[src/source/cfr_pkg.sv]
/* Common sample, I/Q, peak and pulse-write types for the CFR chain.
   Every RTL block imports what it needs from here. */
package cfr_pkg;

  // Fixed-point layout
  localparam int DATA_WIDTH     = 16;
  localparam int CPW_ADDR_WIDTH = 8;
  localparam int MULT_SHIFT     = 15;
  // Holds a full complex product sum plus the rounding term
  localparam int SAT_WIDTH      = 2 * DATA_WIDTH + 2;

  typedef logic signed [DATA_WIDTH-1:0] sample_t;

  typedef struct packed {
    sample_t q;
    sample_t i;
  } iq_t;

  typedef struct packed {
    iq_t  amp;
    logic phase;
    logic valid;
  } peak_t;

  // Pulse memory write command, stage selects the CPG
  typedef struct packed {
    logic                      en;
    logic [3:0]                stage;
    logic [CPW_ADDR_WIDTH-1:0] addr;
    iq_t                       data;
  } cpw_wr_t;

  // Clamp a wide signed value to the sample range
  function automatic sample_t sat_sample(logic signed [SAT_WIDTH-1:0] x);
    if (x[SAT_WIDTH-1:DATA_WIDTH-1] == '0 || x[SAT_WIDTH-1:DATA_WIDTH-1] == '1) begin
      return x[DATA_WIDTH-1:0];
    end
    return x[SAT_WIDTH-1] ? {1'b1, {(DATA_WIDTH-1){1'b0}}} : {1'b0, {(DATA_WIDTH-1){1'b1}}};
  endfunction

endpackage

[src/source/cfr_peak_detect.sv]
/* Peak decode stage: finds per-channel local maxima above threshold and
   emits weight and phase aligned with the data, four cycles after input. */
`timescale 1ns/1ps

module cfr_peak_detect
  import cfr_pkg::*;
#(
  parameter int THRESH_WIDTH = 17
) (
  input  logic                    clk,
  input  logic                    rst,
  input  iq_t                     data_i,
  input  logic [THRESH_WIDTH-1:0] thresh_i,
  input  logic [3:0]              gain_shift_i,
  output iq_t                     data_o,
  output peak_t                   peak_o
);

  // |I|+|Q| stays below 2^(DATA_WIDTH+1)
  typedef logic [DATA_WIDTH:0] mag_t;

  typedef struct packed {
    mag_t mag;
    iq_t  iq;
  } win_t;

  // Interleaved history. Entries 0, 2 and 4 share one channel
  // and hold the next, middle and previous samples of it
  win_t  win [5];
  mag_t  mag_in;
  logic  is_peak;
  logic  phase;
  iq_t   weight;

  function automatic mag_t abs_ext(sample_t s);
    logic signed [DATA_WIDTH:0] e;
    e = {s[DATA_WIDTH-1], s};
    return (e < 0) ? mag_t'(-e) : mag_t'(e);
  endfunction

  // Negate first, then shift; only -full scale at shift 0 can overflow
  function automatic sample_t neg_shift(sample_t s, logic [3:0] sh);
    logic signed [DATA_WIDTH:0] n;
    n = -$signed({s[DATA_WIDTH-1], s});
    n = n >>> sh;
    return sat_sample(SAT_WIDTH'(n));
  endfunction

  assign mag_in = abs_ext(data_i.i) + abs_ext(data_i.q);

  always_ff @(posedge clk) begin
    if (rst) begin
      for (int k = 0; k < 5; k++) begin
        win[k] <= '0;
      end
    end else begin
      win[0] <= '{mag: mag_in, iq: data_i};
      for (int k = 1; k < 5; k++) begin
        win[k] <= win[k-1];
      end
    end
  end

  // **************************************************************************
  // Peak test on the middle entry
  // **************************************************************************
  assign is_peak = (win[2].mag > thresh_i) && (win[2].mag > win[4].mag) &&
                   (win[2].mag >= win[0].mag);
  assign phase   = win[0].mag > win[4].mag;
  assign weight  = '{q: neg_shift(win[2].iq.q, gain_shift_i),
                     i: neg_shift(win[2].iq.i, gain_shift_i)};

  always_ff @(posedge clk) begin
    if (rst) begin
      data_o <= '0;
      peak_o <= '0;
    end else begin
      data_o       <= win[2].iq;
      peak_o.valid <= is_peak;
      peak_o.phase <= is_peak & phase;
      peak_o.amp   <= is_peak ? weight : '0;
    end
  end

endmodule

[config.mk]
export PLATFORM = sky130hd
export DESIGN_NAME = cfr_peak_detect
export DESIGN_NICKNAME = d
export VERILOG_FILES = /design/src/source/cfr_pkg.sv /design/src/source/cfr_peak_detect.sv
export SDC_FILE = /design/constraint.sdc
export NUM_CORES = 1
export LEC_CHECK = 0
export ABC_CLOCK_PERIOD_IN_PS = 3800
export BUFFER_PORTS_ARGS = -buffer_cell sky130_fd_sc_hd__buf_2
export CORE_ASPECT_RATIO = 1.75
export CORE_MARGIN = 5
export CORE_UTILIZATION = 29
export CTS_CLUSTER_DIAMETER = 200
export DETAILED_ROUTE_END_ITERATION = 10
export PLACE_DENSITY = 0.51
export SETUP_SLACK_MARGIN = 0.3
export SLEW_MARGIN = 20
export SYNTH_ARGS = -nofsm -noshare
export SYNTH_HDL_FRONTEND = slang
export SYNTH_SLANG_ARGS = --single-unit
export TNS_END_PERCENT = 20
[constraint.sdc]
create_clock -name clk -period 3.8 [get_ports clk]
set_clock_uncertainty 0.05 [all_clocks]
set_input_delay 0.38 -clock clk [delete_from_list [all_inputs] [get_ports clk]]
set_output_delay 0.38 -clock clk [all_outputs]
set_load 0.01 [all_outputs]
Yosys cells after proc, flatten, opt, wreduce, memory -nomap -nowiden:

Memories as Yosys holds them, arrays and structs flattened.
Index checks and enable logic that the tools add are counted.

* add/sub/neg operators: 5
* mux-type cells: 18
* bitwise gates (word level): 7
* equal/unequal tests: 2
* order comparisons: 6
* reductions and logical operators: 7
* shifts and indexed selects: 2

Operator list (number)
* 2-to-1 mux 49 bit: 5
* 2-to-1 mux 16 bit: 6
* negator 16 -> 17 bit: 4
* greater-than comparator 17 bit: 3
* equality test 19 bit (second input constant): 2
* zero test 19 bit: 2
* 2-to-1 mux 17 bit: 2
* >>> shifter 17 x 4 -> 17 bit: 2
* less-than comparator 16 x 1 -> 1 bit (second input constant): 2
* adder 17 bit: 1
* >= comparator 17 bit: 1
* 2-to-1 mux 1 bit: 5
* OR 1 bit: 5
* logical AND 1 bit: 2
* logical OR 1 bit: 2
* OR reduction 2 bit: 1
* bitwise AND 1 bit: 1
* inverter 1 bit: 1

* memories: 1
* memory bits (writable): 245
* register bits: 66
* input port bits: 55
* output and inout bits: 66

Memory list
* win: depth 5, width 49, read ports 5, clocked after Yosys merged registers in 0, write ports 5, line cfr_peak_detect.sv:29 `win_t win [5];`

Depth between registers and ports, before layout:

Gate-level depths: netlist of run 1.

* word-level depth: 6
* gate-level depth with buffers: 13

Worst setup path before layout of run 1:

No wires, ideal clock.

* path kind: input to register
* start: input port data_i[22] in the netlist's numbering
* end: memory win[0][46] in the netlist's numbering
* buffers on the path: 0
* setup time: 0.131 ns
* setup slack: 0.550 ns
* arrival: 3.069 ns
* stages: 11
* cell sequence: or3_1 or2_2 or4_1 o21ai_0 xnor2_1 ha_1 nand2_1 a2111oi_0 o31a_1 o21ai_0 nor3b_1

RTL lines
* start: declaration: line cfr_peak_detect.sv:12 `input iq_t data_i,`
* end: declaration: line cfr_peak_detect.sv:29

==> summary.txt, run 1 <==
Power and ir drop
  – NetSw: 1.918 mW
  – Switch share: 29.35%
  – Logic gate share of total power: 20.9%
  – Pleak: 6.013 nW
  – Internal power: 4.618 mW
  – Tot Pwr: 6.536 mW
  – Power Density: 460.0 nW/µm²
  – Peak VDD IR: 0.0002432 V
  – Sequential share of power: 43.1%
  – Part of the power in the clock network: 35.9%

Synth
  – Number of enable flip-flop cells after synthesis: 0
  – Ys flop type: dfxtp_1
  – Syn_nets: 1552
  – Simple-Gate Fraction of Synth Area: 22.41%
  – Seq cells post-synth: 247
  – Post-Syn Area: 12520 µm²
  – Largest family of logic cells by synthesized area: simple AND/OR/NAND/NOR gates
  – Post-synthesis adder-cell area fraction: 8.953%
  – Multiplexer area fraction after synthesis: 2.388%
  – Count of cell types in the netlist: 78
  – Synth Area in Compound Gates: 17.34%
  – Synthesis Warnings: 0
  – Seq/Total Area, Yosys: 39.49%
  – Syn avg cell area: 8.893 µm²
  – Post-synth ARST share: 0%
  – Post-Syn Instances: 1408
  – XOR/XNOR Fraction of Synth Area: 2.728%

Run
  – Max Cap Viol: 0

Clock tree
  – Post-CTS Setup Repair Bufs: 0
  – Clock insertion delay at the later pin of the skew report: 530 ps
  – Clock transition at the registers of the reported paths: 70 ps
  – CTS tree: yes
  – Max H-tree Level: 1
  – CTS Sinks: 247
  – CTS max path bufs: 3
  – Hold_buf cts: 0
  – Root buffer cell: clkbuf_16
  – CTS Buf Count: 24
  – Post-CTS sizing: 0

Final layout
  – Non-Filler Instances: 2041
  – Layout cells sized above 1: 14.39%
  – Nets@finish: 1607
  – Area Growth Syn to Fin: 13.46%
  – Final Cell Area: 14210 µm²
  – Ant diodes: 0
  – Layout Utilization: 33.30%

STA
  – Part of the cycle the worst path needs: 82.87%
  – RSZ-0062 raised after global routing: false
  – Fmax: 0.3176 GHz
  – Worst rel slew slack: 44.12%
  – Worst setup margin: 651.0 ps
  – Hold Vio Cnt, Final: 0
  – Worst-margin pin slew: 837.2 ps
  – Min Hold Slack: 63.11 ps
  – Final max-slew violation count: 0
  – Setup_tns: 0 ps
  – Finish-stage setup viols: 0
  – Clock period minus final worst setup slack: 3149 ps

Hold path
  – Hold Crit Class: in -> reg

Critical path
  – Worst Setup End Kind: flop
  – Required @ worst endpoint: 4210 ps
  – CP max FO: 18
  – Arr. time, crit path: 3560 ps
  – Critical path class: reg -> reg
  – Startpoint types: flop

GRT
  – Initial antenna violation count: 0
  – Vias in the first global route: 10030
  – Pin count of the biggest net entering global routing: 74
  – GR Overflow Total: 0
  – All-layer global routing usage: 13.67%
  – First-pass GRT wire length: 53660 µm

Route
  – DRT Pass-1 Iters: 6
  – 1st-iter DRT viols: 458
  – Post-DRT Antenna Nets: 0
  – Final wirelength: 34120 µm
  – Total number of vias: 10020
  – Drt via density: 4.907
  – # DRC: 0
  – Drt wl/cell: 16.71 µm

Die
  – Core area: 42670 µm²
  – Die Span Y: 284.9 µm
  – Row cnt: 100
  – Initial core utilization: 29.35%
  – Die Area: 47600 µm²
  – # IOs: 121
  – Die W: 167.1 µm

Placement
  – Place WS: 154.0 ps
  – Input/output buffers: 120
  – Placer's final routability congestion estimate: 0.8627
  – Placed insts: 1998
  – Dpl cell area: 13430 µm²
  – Post-DP HPWL: 26600 µm

Outcome
  – Status: complete, no violations
flip-flops by register name, indices dropped and copies added (netlist names):
| register | flops |
|---|---|
| peak_o | 34 |
| win | 183 |
| data_o | 30 |
cells in the final DEF, fill, tap and decap left out, drive strengths merged, types with 16 or more instances in the layout:
cell type,synthesis,final
o211ai,19,19
clkbuf,66,31
a21oi,57,57
a211oi,22,22
nand4,18,18
nand2,59,59
dfxtp,247,247
o21a,16,16
nand2b,18,18
nor2b,176,176
a21o,23,23
buf,45,140
xnor2,29,29
inv,73,75
nor2,103,103
o21ai,56,56
nand3,23,23
nor4,21,21
nor3,33,33
ha,88,88
a31oi,16,16
final timing paths:
check	slack, ps	depth (start not counted)	start	end
max	650	7	win[2][22]$_SDFF_PP0_	peak_o[18]$_SDFF_PP0_
min	60	2	data_i[14]	win[0][14]$_SDFF_PP0_
max reg2reg	650	7	win[2][22]$_SDFF_PP0_	peak_o[18]$_SDFF_PP0_
min reg2reg	380	1	win[1][42]$_SDFF_PP0_	win[2][42]$_SDFF_PP0_
Yosys cell counts (all sizes together) (8+ instances only):
master,instances,area (µm²)
mux2i,13,130.1
nor4,21,162.7
nor2,103,386.6
a21o,23,172.7
a211oi,22,170.2
nand2b,18,112.6
o22ai,8,50.05
ha,88,1101
xnor2,29,254.0
o21a,16,120.1
inv,73,274.0
buf,45,305.3
a31oi,16,100.1
o31ai,15,117.6
dfxtp,247,4945
nor2b,176,1101
a21oi,57,285.3
nand4,18,112.6
nand3,23,115.1
nor3,33,165.2
clkbuf,66,247.7
o211ai,19,142.6
o21ai,56,280.3
nand2,59,221.5
or3,13,91.34
or4,13,105.1
and3,12,75.07
xor2,10,87.58
cell families (layout without fill, tap and decap cells):
family / Yosys count / in the layout
and+or+nand+nor: 510 / 510
AOI/OAI and AO/OA: 312 / 312
DFF: 247 / 247
buffers and inverters: 187 / 259
adders and majority gates: 89 / 89
xor gates and xnor gates: 39 / 39
muxes: 24 / 24
critical path: stages (launching register included):
cell and delay (ps):
dfxtp_1 370, or4_1 860, nor2_1 590, xnor2_1 200, nor2_1 110, nor2_1 490
o21ai_0 200, a31oi_1 200
layout make-up:
type                       count  area [µm²]
timing repair buffer         140       757.0
multi-input combinational    974        6739
clock inverter                12       111.4
tap                          561       701.9
inverter                      76       285.3
sequential                   247        4945
clock buffer                  31       668.1
fill                        4436       28460
power groups by stage:
stage,Sequential [mW],Clock (mW),Combinational [mW]
global route,2.83,2.53,1.52
floorplan,2.82,0,1.01
CTS,2.82,2.44,1.38
global placement,2.88,0,1.35
detailed placement,2.88,0,1.37
finish,2.82,2.35,1.37
layer usage:
metal  vias to the layer above  global-route usage, %  part of all wire [%]
met1                      4673                  14.90                    39
li1                       5049                      -                     -
met4                         0                  6.018                   4.1
met5                         -                      0                     0
met3                        69                  1.608                   3.9
met2                       224                  26.18                    53
No activity file was read; power rests on OpenSTA's default activity.
==> run 2: changes to the inputs <==
Settings changed: ABC_CLOCK_PERIOD_IN_PS 3800 to 3200.
Clock period 3.8 ns to 3.2 ns, I/O delays scaled along.
==> run 2 against run 1 <==
Effect of this change:
- combinational power increased by 26%
- worst setup slack got worse by 300 ps
- die area stayed put
- clock power grew 26%
- via count up 0.42%
- global-route usage is 0.39 points higher
- final cell count is 1.9% higher
- fmax up 11%
- power is 23% higher
- largest cell class unchanged
==> summary.txt, run 2 (synthesis results as in run 1) <==
Final layout
  – Layout Utilization: 34.38%
  – Nets@finish: 1648
  – Number of flip-flops in the largest register: 183
  – Ant diodes: 0
  – Top reg by flops: win
  – Area Growth Syn to Fin: 17.14%
  – Layout cells sized above 1: 17.18%
  – FILL cells: 4448
  – Most common cell after layout, fill and taps aside: dfxtp_1
  – Commonest non-fill, non-tap cells in the layout: dfxtp_1, nor2b_1, buf_2
  – Top Registers: win: 183 flops, peak_o: 34 flops, data_o: 30 flops
  – Final Cell Area: 14670 µm²

Critical path
  – CP max FO: 12
  – R2R depth: 7
  – Required @ worst endpoint: 3600 ps
  – Critical path class: reg -> reg
  – Worst Setup End Kind: flop
  – Startpoint types: flop
  – Arr. time, crit path: 3250 ps
  – R2R Path Start: win[2][22]$_SDFF_PP0_
  – Setup crit start: win[2][22]$_SDFF_PP0_
  – Worst R2R End: peak_o[18]$_SDFF_PP0_
  – Worst R2R Setup Slack: 350 ps

Die
  – Die Area: 47600 µm²
  – Row cnt: 100
  – Die Span Y: 284.9 µm
  – Initial core utilization: 29.35%
  – Die W: 167.1 µm
  – # IOs: 121
  – Core area: 42670 µm²

Clock tree
  – CTS max path bufs: 3
  – Clock insertion delay at the later pin of the skew report: 530 ps
  – Max H-tree Level: 1
  – Root buffer cell: clkbuf_16
  – Clock transition at the registers of the reported paths: 60 ps
  – Post-CTS Setup Repair Bufs: 0
  – CTS Buf Count: 24
  – CTS tree: yes
  – CTS Sinks: 247

STA
  – Clock period minus final worst setup slack: 2849 ps
  – RSZ-0062 raised after global routing: true
  – Finish-stage setup viols: 0
  – Min Hold Slack: 33.93 ps
  – Setup_tns: 0 ps
  – Fmax: 0.3510 GHz
  – Worst rel slew slack: 56.63%
  – Hold Vio Cnt, Final: 0
  – Worst-margin pin slew: 634.2 ps
  – Part of the cycle the worst path needs: 89.02%
  – Final max-slew violation count: 0

Route
  – 1st-iter DRT viols: 467
  – Post-DRT Antenna Nets: 0
  – # DRC: 0
  – Drt via density: 4.835
  – DRT Pass-1 Iters: 5
  – Final wirelength: 34380 µm
  – Drt wl/cell: 16.53 µm
  – Total number of vias: 10060

GRT
  – First-pass GRT wire length: 54880 µm
  – Initial antenna violation count: 0
  – Pin count of the biggest net entering global routing: 111
  – GR Overflow Total: 0
  – All-layer global routing usage: 14.06%
  – Vias in the first global route: 10070

Power and ir drop
  – Tot Pwr: 8.019 mW
  – Peak VDD IR: 0.0003467 V
  – Pleak: 6.258 nW
  – Power Density: 546.7 nW/µm²

Placement
  – Input/output buffers: 120
  – Dpl cell area: 13790 µm²
  – Placer's final routability congestion estimate: 0.8837
  – Post-DP HPWL: 27290 µm

Hold path
  – Hold Crit Class: in -> reg
  – Min-Delay Startpoint: data_i[14]
  – Worst Hold Depth: 2
  – Hold path endpoint: win[0][14]$_SDFF_PP0_

Run
  – Max Cap Viol: 0

Outcome
  – Status: complete, no violations
run 2: cell types whose count changed in the layout (fill, tap and decap cells not counted), moves of 3 or more:
| cell | delta |
|---|---|
| o21ai_1 | +3 |
| clkinv_4 | -3 |
| dlygate4sd3_1 | +3 |
| buf_4 | +36 |
| clkbuf_8 | +3 |
| o21ai_0 | -4 |
| clkinv_2 | -4 |
run 2: final cells by class:
type,instances,area [µm²],share of cell area (%)
tap,561,701.9,4.785
sequential,247,4945,33.71
clock inverter,8,131.4,0.8957
multi-input combinational,974,6802,46.37
timing repair buffer,181,1097,7.481
inverter,76,285.3,1.945
clock buffer,33,705.7,4.811
run 2: where the power goes:
part,leakage [nW],total (mW),switching (mW),internal (mW)
registers,2.02,3.34,0.114,3.23
logic,3.84,1.72,0.972,0.748
clock network,0.404,2.96,1.17,1.79
total,6.26,8.02,2.26,5.76
run 2: how the worst max path moves through the flow:
stage,end,slack (ps),cells past startpoint
global route,peak_o[23]$_SDFF_PP0_,220,9
finish,peak_o[18]$_SDFF_PP0_,350,7
detailed placement,win[0][46]$_SDFF_PP0_,-130,12
floorplan,win[0][46]$_SDFF_PP0_,310,11
CTS,peak_o[18]$_SDFF_PP0_,340,7
global placement,win[0][46]$_SDFF_PP0_,-110,12
run 2: metal layers:
metal	GRT usage, %	routed length (µm)	vias to the layer above
met5	0	0	-
met4	6.080	1426	0
met3	1.566	1037	63
met2	27.25	18590	204
met1	15.15	13320	4674
li1	-	-	5116
run 2: worst max-delay path, cell delays in order, from the launching register on:
cell and delay [ps]:
dfxtp_1 390, or4_4 660, or4_1 500, o221ai_1 160, and3_1 330, mux2i_1 140
a221o_1 370, a31oi_1 160
run 2: timing repair:
| item | in CTS | in global routing |
|---|---|---|
| hold buffers | 3 | 0 |
| endpoints found under the setup margin | 12 | 19 |
| gates resized for setup | 1 | 2 |
| hold endpoints to repair | 3 | 0 |
run 2: metrics by stage:
stage / setup slack, ps / instances
after floorplan: 308.9 / 1408
after global placement: -114.7 / 2036
after detailed placement: -134.4 / 2036
after CTS: 343.0 / 2080
after global routing: 222.3 / 2080
final: 351.4 / 2080
